<file path="src/rtl/quant_consts.svh">
`ifndef QUANT_CONSTS_SVH
`define QUANT_CONSTS_SVH

// coefficient and result width.
`define QUANT_COEF_W 16

// largest legal qp.
`define QUANT_QP_MAX 51

// forward rounding numerators, scaled by the block shift.
`define QUANT_RND_INTRA 171
`define QUANT_RND_INTER 85

`endif

</file>
<file path="src/rtl/quant_pkg.sv">
`include "quant_consts.svh"

package quant_pkg;

  typedef logic signed [`QUANT_COEF_W-1:0] coef_t;
  typedef logic [5:0]  qp_t;
  // 0 is 4x4, 3 is 32x32.
  typedef logic [1:0]  tsize_t;
  typedef logic [15:0] scale_t;
  typedef logic [27:0] offset_t;
  typedef logic [4:0]  shift_t;

  typedef enum logic {
    idle,
    reduce
  } qp_state_e;

  typedef enum logic {
    wait_req,
    wait_release
  } hs_state_e;

endpackage

</file>
<file path="src/rtl/quant_param_if.sv">
interface quant_param_if;

  quant_pkg::scale_t  scale;
  quant_pkg::offset_t offset;
  quant_pkg::shift_t  shift;
  logic               inverse;
  // high while the block parameters are valid.
  logic               ready;

  modport source (
    output scale,
    output offset,
    output shift,
    output inverse,
    output ready
  );

  modport sink (input scale, input offset, input shift, input inverse);

  modport monitor (input ready);

endinterface

</file>
<file path="src/rtl/qp_scale_gen.sv">
`include "quant_consts.svh"

module qp_scale_gen (
  input  logic              clk,
  input  logic              rst,
  input  logic              i_load,
  input  quant_pkg::qp_t    i_qp,
  input  quant_pkg::tsize_t i_tsize,
  input  logic              i_inter,
  input  logic              i_inverse,
  quant_param_if.source     prm
);

  quant_pkg::qp_state_e state;
  quant_pkg::qp_t       rem;
  logic [3:0]           per;
  quant_pkg::tsize_t    tsize;
  logic                 inter;
  logic                 inverse;
  logic                 start;
  logic                 done;
  quant_pkg::shift_t    fwd_shift;
  logic [8:0]           rnd;

  function automatic quant_pkg::scale_t fwd_scale(input logic [2:0] r);
    case (r)
      3'd0:    fwd_scale = 16'd26214;
      3'd1:    fwd_scale = 16'd23302;
      3'd2:    fwd_scale = 16'd20560;
      3'd3:    fwd_scale = 16'd18396;
      3'd4:    fwd_scale = 16'd16384;
      default: fwd_scale = 16'd14564;
    endcase
  endfunction

  function automatic quant_pkg::scale_t inv_scale(input logic [2:0] r);
    case (r)
      3'd0:    inv_scale = 16'd40;
      3'd1:    inv_scale = 16'd45;
      3'd2:    inv_scale = 16'd51;
      3'd3:    inv_scale = 16'd57;
      3'd4:    inv_scale = 16'd64;
      default: inv_scale = 16'd72;
    endcase
  endfunction

  assign start = (state == quant_pkg::idle) && i_load;
  // remainder below 6 means rem is qp%6 and per is qp/6.
  assign done  = (state == quant_pkg::reduce) && (rem < 6'd6);

  assign fwd_shift = 5'd19 - 5'(tsize) + 5'(per);
  assign rnd       = inter ? 9'(`QUANT_RND_INTER) : 9'(`QUANT_RND_INTRA);

  always_ff @(posedge clk or negedge rst) begin
    if (!rst) begin
      state     <= quant_pkg::idle;
      rem       <= '0;
      per       <= '0;
      prm.ready <= 1'b0;
    end else begin
      if (start) begin
        rem       <= i_qp;
        per       <= '0;
        prm.ready <= 1'b0;
        state     <= quant_pkg::reduce;
      end else if (done) begin
        prm.ready <= 1'b1;
        state     <= quant_pkg::idle;
      end else if (state == quant_pkg::reduce) begin
        rem <= rem - 6'd6;
        per <= per + 4'd1;
      end
    end
  end

  always_ff @(posedge clk) begin
    if (start) begin
      tsize   <= i_tsize;
      inter   <= i_inter;
      inverse <= i_inverse;
    end
    if (done) begin
      prm.inverse <= inverse;
      if (inverse) begin
        prm.scale  <= inv_scale(rem[2:0]) << per;
        prm.offset <= quant_pkg::offset_t'(1) << tsize;
        prm.shift  <= 5'(tsize) + 5'd1;
      end else begin
        prm.scale  <= fwd_scale(rem[2:0]);
        prm.offset <= quant_pkg::offset_t'(rnd) << (fwd_shift - 5'd9);
        prm.shift  <= fwd_shift;
      end
    end
  end

  assert property (@(posedge clk) disable iff (!rst)
    i_load |-> (i_qp <= `QUANT_QP_MAX))
    else $error("qp above the legal range on load");

endmodule

</file>
<file path="src/rtl/coef_in_port.sv">
module coef_in_port (
  input  logic              clk,
  input  logic              rst,
  input  logic              i_cfg_req,
  output logic              o_cfg_ack,
  input  quant_pkg::qp_t    i_qp,
  input  quant_pkg::tsize_t i_tsize,
  input  logic              i_inter,
  input  logic              i_inverse,
  input  logic              i_coef_req,
  output logic              o_coef_ack,
  input  quant_pkg::coef_t  i_coef,
  output logic              o_load,
  output quant_pkg::qp_t    o_qp,
  output quant_pkg::tsize_t o_tsize,
  output logic              o_inter,
  output logic              o_inverse,
  quant_param_if.monitor    prm,
  output logic              o_valid,
  output quant_pkg::coef_t  o_coef,
  input  logic              i_ready
);

  quant_pkg::hs_state_e cfg_state;
  quant_pkg::hs_state_e coef_state;
  logic                 cfg_take;
  logic                 coef_ok;
  logic                 coef_take;

  assign cfg_take = (cfg_state == quant_pkg::wait_req) && i_cfg_req;

  // coefficients are held back while a new configuration is pending.
  assign coef_ok   = prm.ready && i_ready && !o_load && !cfg_take;
  assign coef_take = (coef_state == quant_pkg::wait_req) && i_coef_req && coef_ok;

  always_ff @(posedge clk or negedge rst) begin
    if (!rst) begin
      cfg_state <= quant_pkg::wait_req;
      o_cfg_ack <= 1'b0;
      o_load    <= 1'b0;
    end else begin
      o_load <= cfg_take;
      if (cfg_take) begin
        cfg_state <= quant_pkg::wait_release;
      end else if (cfg_state == quant_pkg::wait_release) begin
        // ready still shows the old block during the load cycle.
        if (!o_cfg_ack && prm.ready && !o_load) begin
          o_cfg_ack <= 1'b1;
        end else if (o_cfg_ack && !i_cfg_req) begin
          o_cfg_ack <= 1'b0;
          cfg_state <= quant_pkg::wait_req;
        end
      end
    end
  end

  always_ff @(posedge clk or negedge rst) begin
    if (!rst) begin
      coef_state <= quant_pkg::wait_req;
      o_coef_ack <= 1'b0;
      o_valid    <= 1'b0;
    end else begin
      o_valid <= coef_take;
      if (coef_take) begin
        o_coef_ack <= 1'b1;
        coef_state <= quant_pkg::wait_release;
      end else if ((coef_state == quant_pkg::wait_release) && !i_coef_req) begin
        o_coef_ack <= 1'b0;
        coef_state <= quant_pkg::wait_req;
      end
    end
  end

  always_ff @(posedge clk) begin
    if (cfg_take) begin
      o_qp      <= i_qp;
      o_tsize   <= i_tsize;
      o_inter   <= i_inter;
      o_inverse <= i_inverse;
    end
    if (coef_take) begin
      o_coef <= i_coef;
    end
  end

  assert property (@(posedge clk) disable iff (!rst)
    (!o_cfg_ack && !i_cfg_req) |=> !o_cfg_ack)
    else $error("configuration ack raised without req");

endmodule

</file>
<file path="src/rtl/quant_datapath.sv">
`include "quant_consts.svh"

module quant_datapath (
  input  logic             clk,
  input  logic             rst,
  quant_param_if.sink      prm,
  input  logic             i_valid,
  input  quant_pkg::coef_t i_coef,
  output logic             o_in_ready,
  output logic             o_valid,
  output quant_pkg::coef_t o_coef,
  input  logic             i_out_ready
);

  localparam int coef_max = 2 ** (`QUANT_COEF_W - 1) - 1;
  localparam int coef_min = -(2 ** (`QUANT_COEF_W - 1));

  logic signed [`QUANT_COEF_W:0]     coef_ext;
  logic signed [`QUANT_COEF_W:0]     mag_ext;
  logic signed [`QUANT_COEF_W:0]     scale_ext;
  logic signed [2*`QUANT_COEF_W+1:0] prod;
  logic signed [2*`QUANT_COEF_W+1:0] s1_prod;
  logic                              s1_valid;
  logic                              s1_neg;
  logic                              s1_inverse;
  quant_pkg::offset_t                s1_offset;
  quant_pkg::shift_t                 s1_shift;
  logic signed [2*`QUANT_COEF_W+1:0] sum;
  logic signed [2*`QUANT_COEF_W+1:0] shifted;
  logic signed [2*`QUANT_COEF_W+1:0] res;
  quant_pkg::coef_t                  sat;
  logic                              s2_free;

  assign coef_ext  = {i_coef[`QUANT_COEF_W-1], i_coef};
  assign mag_ext   = i_coef[`QUANT_COEF_W-1] ? -coef_ext : coef_ext;
  assign scale_ext = {1'b0, prm.scale};

  // forward works on the magnitude, inverse on the signed value.
  assign prod = (prm.inverse ? coef_ext : mag_ext) * scale_ext;

  assign sum     = s1_prod + $signed({1'b0, s1_offset});
  assign shifted = sum >>> s1_shift;
  assign res     = (s1_neg && !s1_inverse) ? -shifted : shifted;

  always_comb begin
    if (res > coef_max) begin
      sat = quant_pkg::coef_t'(coef_max);
    end else if (res < coef_min) begin
      sat = quant_pkg::coef_t'(coef_min);
    end else begin
      sat = res[`QUANT_COEF_W-1:0];
    end
  end

  assign s2_free    = !o_valid || i_out_ready;
  assign o_in_ready = !s1_valid;

  always_ff @(posedge clk or negedge rst) begin
    if (!rst) begin
      s1_valid <= 1'b0;
      o_valid  <= 1'b0;
    end else begin
      if (i_valid) begin
        s1_valid <= 1'b1;
      end else if (s2_free) begin
        s1_valid <= 1'b0;
      end
      if (s2_free) begin
        o_valid <= s1_valid;
      end
    end
  end

  // block parameters travel with the product, so a new block cannot reach older data.
  always_ff @(posedge clk) begin
    if (i_valid) begin
      s1_prod    <= prod;
      s1_neg     <= i_coef[`QUANT_COEF_W-1];
      s1_inverse <= prm.inverse;
      s1_offset  <= prm.offset;
      s1_shift   <= prm.shift;
    end
    if (s1_valid && s2_free) begin
      o_coef <= sat;
    end
  end

  // stage 1 cannot move on while stage 2 is stalled.
  assert property (@(posedge clk) disable iff (!rst)
    (s1_valid && !s2_free) |-> !i_valid)
    else $error("coefficient arrived while the pipeline was stalled");

endmodule

</file>
<file path="src/rtl/coef_out_port.sv">
module coef_out_port (
  input  logic             clk,
  input  logic             rst,
  input  logic             i_valid,
  input  quant_pkg::coef_t i_coef,
  output logic             o_ready,
  output logic             o_res_req,
  input  logic             i_res_ack,
  output quant_pkg::coef_t o_res
);

  quant_pkg::hs_state_e state;
  logic                 full;
  logic                 take;

  assign o_ready = !full;
  assign take    = i_valid && !full;

  always_ff @(posedge clk or negedge rst) begin
    if (!rst) begin
      state     <= quant_pkg::wait_req;
      full      <= 1'b0;
      o_res_req <= 1'b0;
    end else begin
      if (take) begin
        full <= 1'b1;
      end
      case (state)
        quant_pkg::wait_req: begin
          // the previous ack has to be gone before the next req.
          if (full && !i_res_ack) begin
            o_res_req <= 1'b1;
            state     <= quant_pkg::wait_release;
          end
        end
        default: begin
          if (o_res_req) begin
            if (i_res_ack) begin
              o_res_req <= 1'b0;
            end
          end else if (!i_res_ack) begin
            full  <= 1'b0;
            state <= quant_pkg::wait_req;
          end
        end
      endcase
    end
  end

  always_ff @(posedge clk) begin
    if (take) begin
      o_res <= i_coef;
    end
  end

endmodule

</file>
<file path="src/rtl/hevc_quant.sv">
module hevc_quant (
  input  logic              clk,
  input  logic              rst,
  input  logic              i_cfg_req,
  output logic              o_cfg_ack,
  input  quant_pkg::qp_t    i_qp,
  input  quant_pkg::tsize_t i_tsize,
  input  logic              i_inter,
  input  logic              i_inverse,
  input  logic              i_coef_req,
  output logic              o_coef_ack,
  input  quant_pkg::coef_t  i_coef,
  output logic              o_res_req,
  input  logic              i_res_ack,
  output quant_pkg::coef_t  o_res
);

  quant_param_if prm ();

  logic              load;
  quant_pkg::qp_t    cfg_qp;
  quant_pkg::tsize_t cfg_tsize;
  logic              cfg_inter;
  logic              cfg_inverse;
  logic              in_valid;
  quant_pkg::coef_t  in_coef;
  logic              in_ready;
  logic              out_valid;
  quant_pkg::coef_t  out_coef;
  logic              out_ready;

  coef_in_port u_in (
    .clk        (clk),
    .rst        (rst),
    .i_cfg_req  (i_cfg_req),
    .o_cfg_ack  (o_cfg_ack),
    .i_qp       (i_qp),
    .i_tsize    (i_tsize),
    .i_inter    (i_inter),
    .i_inverse  (i_inverse),
    .i_coef_req (i_coef_req),
    .o_coef_ack (o_coef_ack),
    .i_coef     (i_coef),
    .o_load     (load),
    .o_qp       (cfg_qp),
    .o_tsize    (cfg_tsize),
    .o_inter    (cfg_inter),
    .o_inverse  (cfg_inverse),
    .prm        (prm),
    .o_valid    (in_valid),
    .o_coef     (in_coef),
    .i_ready    (in_ready)
  );

  qp_scale_gen u_qp (
    .clk       (clk),
    .rst       (rst),
    .i_load    (load),
    .i_qp      (cfg_qp),
    .i_tsize   (cfg_tsize),
    .i_inter   (cfg_inter),
    .i_inverse (cfg_inverse),
    .prm       (prm)
  );

  quant_datapath u_dp (
    .clk         (clk),
    .rst         (rst),
    .prm         (prm),
    .i_valid     (in_valid),
    .i_coef      (in_coef),
    .o_in_ready  (in_ready),
    .o_valid     (out_valid),
    .o_coef      (out_coef),
    .i_out_ready (out_ready)
  );

  coef_out_port u_out (
    .clk       (clk),
    .rst       (rst),
    .i_valid   (out_valid),
    .i_coef    (out_coef),
    .o_ready   (out_ready),
    .o_res_req (o_res_req),
    .i_res_ack (i_res_ack),
    .o_res     (o_res)
  );

endmodule

</file>
<file path="config.mk">
export PLATFORM = sky130hd
export DESIGN_NAME = hevc_quant
export DESIGN_NICKNAME = d
export VERILOG_FILES = /design/src/rtl/quant_pkg.sv /design/src/rtl/quant_param_if.sv /design/src/rtl/qp_scale_gen.sv /design/src/rtl/coef_in_port.sv /design/src/rtl/quant_datapath.sv /design/src/rtl/coef_out_port.sv /design/src/rtl/hevc_quant.sv
export VERILOG_INCLUDE_DIRS = /design/src /design/src/rtl
export SDC_FILE = /design/constraint.sdc
export NUM_CORES = 1
export LEC_CHECK = 0
export BUFFER_PORTS_ARGS = -buffer_cell sky130_fd_sc_hd__buf_2
export CAP_MARGIN = 0
export CORE_MARGIN = 4
export CORE_UTILIZATION = 55
export CTS_CLUSTER_SIZE = 28
export DETAILED_ROUTE_END_ITERATION = 12
export PLACE_DENSITY_LB_ADDON = 0.3
export SYNTH_ARGS = -nofsm -noshare
export SYNTH_HDL_FRONTEND = slang
export SYNTH_HIERARCHICAL = 1
export SYNTH_SLANG_ARGS = --single-unit
</file>
<file path="constraint.sdc">
create_clock -name clk -period 15.1 [get_ports clk]
set_input_delay 0.755 -clock clk [delete_from_list [all_inputs] [get_ports clk]]
set_output_delay 0.755 -clock clk [all_outputs]
set_load 0.005 [all_outputs]
</file>
==> impl_metrics.py <==
metrics = {
    "grt": {
        "grt_max_degree": 70,
        "grtUsageTotal_pct": 28.7,
        "grt_pass1_vias": 21300,
        "grt_pass1_wl_mm": 115,
        "gr-total-overflow": 0,
        "grt_antenna_before_repair": 0,
    },
    "clock_tree": {
        "cts_hold_buf": 0,
        "clk-insertion-delay-late_ps": 520,
        "post_cts_buffers": 0,
        "ctsLongestPathBuffers": 3,
        "cts-htree-levels": 1,
        "cts.clk_slew.worst_paths_ps": 60,
        "post_cts_resized": 0,
        "cts_root_buf": "clkbuf_16",
        "cts_tree": "yes",
        "cts_buffers": 22,
        "clock-sinks": 203,
    },
    "synthesis": {
        "async_reset_ff_share_pct": 10.8,
        "syn_area_per_cell_um2": 9.22,
        "seq_area_frac_synth_pct": 23.6,
        "netlist_area_um2": 25400,
        "synth_edf_count": 181,
        "synth_cell_types": 116,
        "yosysWarnings": 6,
        "synthCells": 2755,
        "synth-seq-cells": 203,
        "syn-num-nets": 3197,
        "ys.flop_type": "edfxtp_1",
    },
    "layout": {
        "fillers": 3924,
        "final_cells": 3344,
        "antenna_cells": 0,
        "multi_input_area_um2": 17500,
        "drive_above_1_share_pct": 7.69,
        "area_delta_synth_final_pct": 5.66,
        "fin_nets": 3171,
        "final_cell_mix": "inv_1 (361), nand2_1 (315), fa_1 (280)",
        "regArea_um2": 5990,
        "mostFrequentLayoutCell": "inv_1",
    },
    "worst_setup_path": {
        "r2r-end": "u_dp/s1_prod[33]",
        "critPathSlowestCell": "edfxtp_1",
        "r2r_cells": 29,
        "reg2reg_setup_slack_ps": 6070,
        "slowest_delay_ps": 660,
        "setup.worst_path.start_class": "register",
        "r2r-start": "u_in/o_coef[0]",
        "cp_common_cell": "fa_1",
        "endpoint_kind": "register",
        "worstPathArrival_ps": 9290,
        "worstSetupPathType": "register to register",
        "path_max_fanout": 18,
        "required_ps": 15360,
    },
    "placed_design": {
        "post-place-cells": 3304,
        "place_congestion": 1.01,
        "dp_slack_ps": 5510,
        "dp_hpwl_mm": 56.4,
        "place.port_buffers": 49,
    },
    "route": {
        "met1_length_mm": 29.4,
        "drt-pass1-iter-count": 8,
        "ant_nets": 0,
        "drtIter0Drc": 2150,
        "wl_mm": 71.3,
        "vias": 20900,
        "drc": 0,
        "avgViaCountPerCell": 6.25,
        "wl_per_cell_um": 21.3,
        "wl_met3_mm": 5.01,
        "dr_wl_met2_mm": 33.6,
        "highest_layer": "met4",
    },
    "floorplan": {
        "initial_core_util_pct": 55.9,
        "fp.dieW_um": 223,
        "dieArea_um2": 49700,
        "core_area_um2": 45500,
        "io_pins": 50,
        "die_h_um": 223,
        "rows": 78,
    },
    "sta": {
        "slew_violations": 0,
        "fin_ws_ps": 6070,
        "period_share_pct": 59.8,
        "grt_setup_unrepaired": "false",
        "finalHoldViolCount": 0,
        "max_freq_mhz": 111,
        "fin_setup_tns_ps": 0,
        "max_slew_margin_pct": 16.7,
        "skew_ps": 11.8,
        "worstMarginPinSlew_ps": 1240,
        "fin_crit_ps": 9030,
        "setup-violations-final": 0,
    },
    "hold_path": {
        "hold_path_class": "input port to async pin",
    },
    "job": {
        "cap_violations": 0,
    },
    "outcome": {
        "status": "finished clean",
    },
}
worst max-delay path by stage:
stage | from | to | slack, ps
finish | u_in/o_coef[0] | u_dp/s1_prod[33] | 6070
global route | u_in/o_coef[0] | u_dp/s1_prod[33] | 5410
CTS | u_in/o_coef[0] | u_dp/s1_prod[33] | 5450
detailed placement | u_in/o_coef[0] | u_dp/s1_prod[33] | 5510
global placement | u_in/o_coef[0] | u_dp/s1_prod[33] | 5890
floorplan | u_in/o_coef[0] | u_dp/s1_prod[33] | 7150
flip-flops by register name, summed over array words and instances (netlist names), 2 cells and up:
name             cells
u_dp/o_coef         16
u_dp/s1_offset      28
u_dp/s1_prod        34
u_dp/s1_shift        5
u_in/o_coef         16
u_in/o_qp            6
u_in/o_tsize         2
u_out/o_res         16
u_qp/per             4
u_qp/prm.offset     28
u_qp/prm.scale      16
u_qp/prm.shift       5
u_qp/rem             6
u_qp/tsize           2
critical path, delay by kind of cell (launching register included):
kind	cells	cell delay, ps
compound gates	8	2010
xor+xnor	2	540
fa+ha+maj	8	3450
buf+inv	6	680
flops	1	660
simple gates	5	1400
routing by layer:
metal / vias up / track usage (%)
met5: - / 0
met4: 0 / 11.4
met3: 198 / 3.46
met2: 926 / 47.4
met1: 10300 / 39.0
li1: 9447 / -
synth_stat cells (18+ instances only):
master | instances | area share (%)
nand3_1 | 46 | 0.91
a21o_1 | 18 | 0.53
a31oi_1 | 34 | 0.84
mux2i_1 | 22 | 0.87
and3_1 | 25 | 0.62
edfxtp_1 | 181 | 21
nand4_1 | 30 | 0.74
nand2_1 | 315 | 4.7
xnor2_1 | 69 | 2.4
fa_1 | 280 | 22
dfrtp_1 | 22 | 2.2
a21oi_1 | 107 | 2.1
o211ai_1 | 21 | 0.62
o22ai_1 | 21 | 0.52
clkbuf_1 | 96 | 1.4
inv_1 | 361 | 5.3
xor2_1 | 34 | 1.2
o21a_1 | 29 | 0.86
o21ai_0 | 96 | 1.9
buf_2 | 19 | 0.37
a211oi_1 | 24 | 0.71
nand2b_1 | 24 | 0.59
or3_1 | 25 | 0.62
nor2b_1 | 22 | 0.54
ha_1 | 131 | 6.5
nor3_1 | 35 | 0.69
nor2_1 | 168 | 2.5
and2_1 | 134 | 3.3
cell families (layout without fill, tap and decap cells):
| group | after synthesis | count (layout) | synth area share, % |
|---|---|---|---|
| fa+ha+maj | 411 | 411 | 28.5 |
| mux | 44 | 44 | 2.06 |
| flops | 203 | 203 | 23.6 |
| compound gates | 587 | 587 | 16.4 |
| simple gates | 903 | 903 | 17.8 |
| xor+xnor | 108 | 108 | 4.01 |
| buf+inv | 499 | 488 | 7.66 |
metrics by stage:
step / utilization [%] / cell area (um^2) / hold slack, ps
after floorplan: - / 25400 / 400
after global placement: 57.4 / 26100 / 403
after detailed placement: 57.4 / 26100 / 405
after CTS: 59.0 / 26800 / 198
after global routing: 59.0 / 26800 / 221
final: 59.0 / 26800 / 198
cell type report:
cell class	instances	share of cell area (%)
multi-input cells	2053	65.2
flip-flops and latches	203	22.3
repair buffers	87	1.98
inverters	362	5.06
well taps	600	2.80
clock inverters	7	0.200
clock buffers	32	2.50
Power is not shown: default switching activity piles up to over one toggle a cycle in this logic, so the estimate is an artifact.
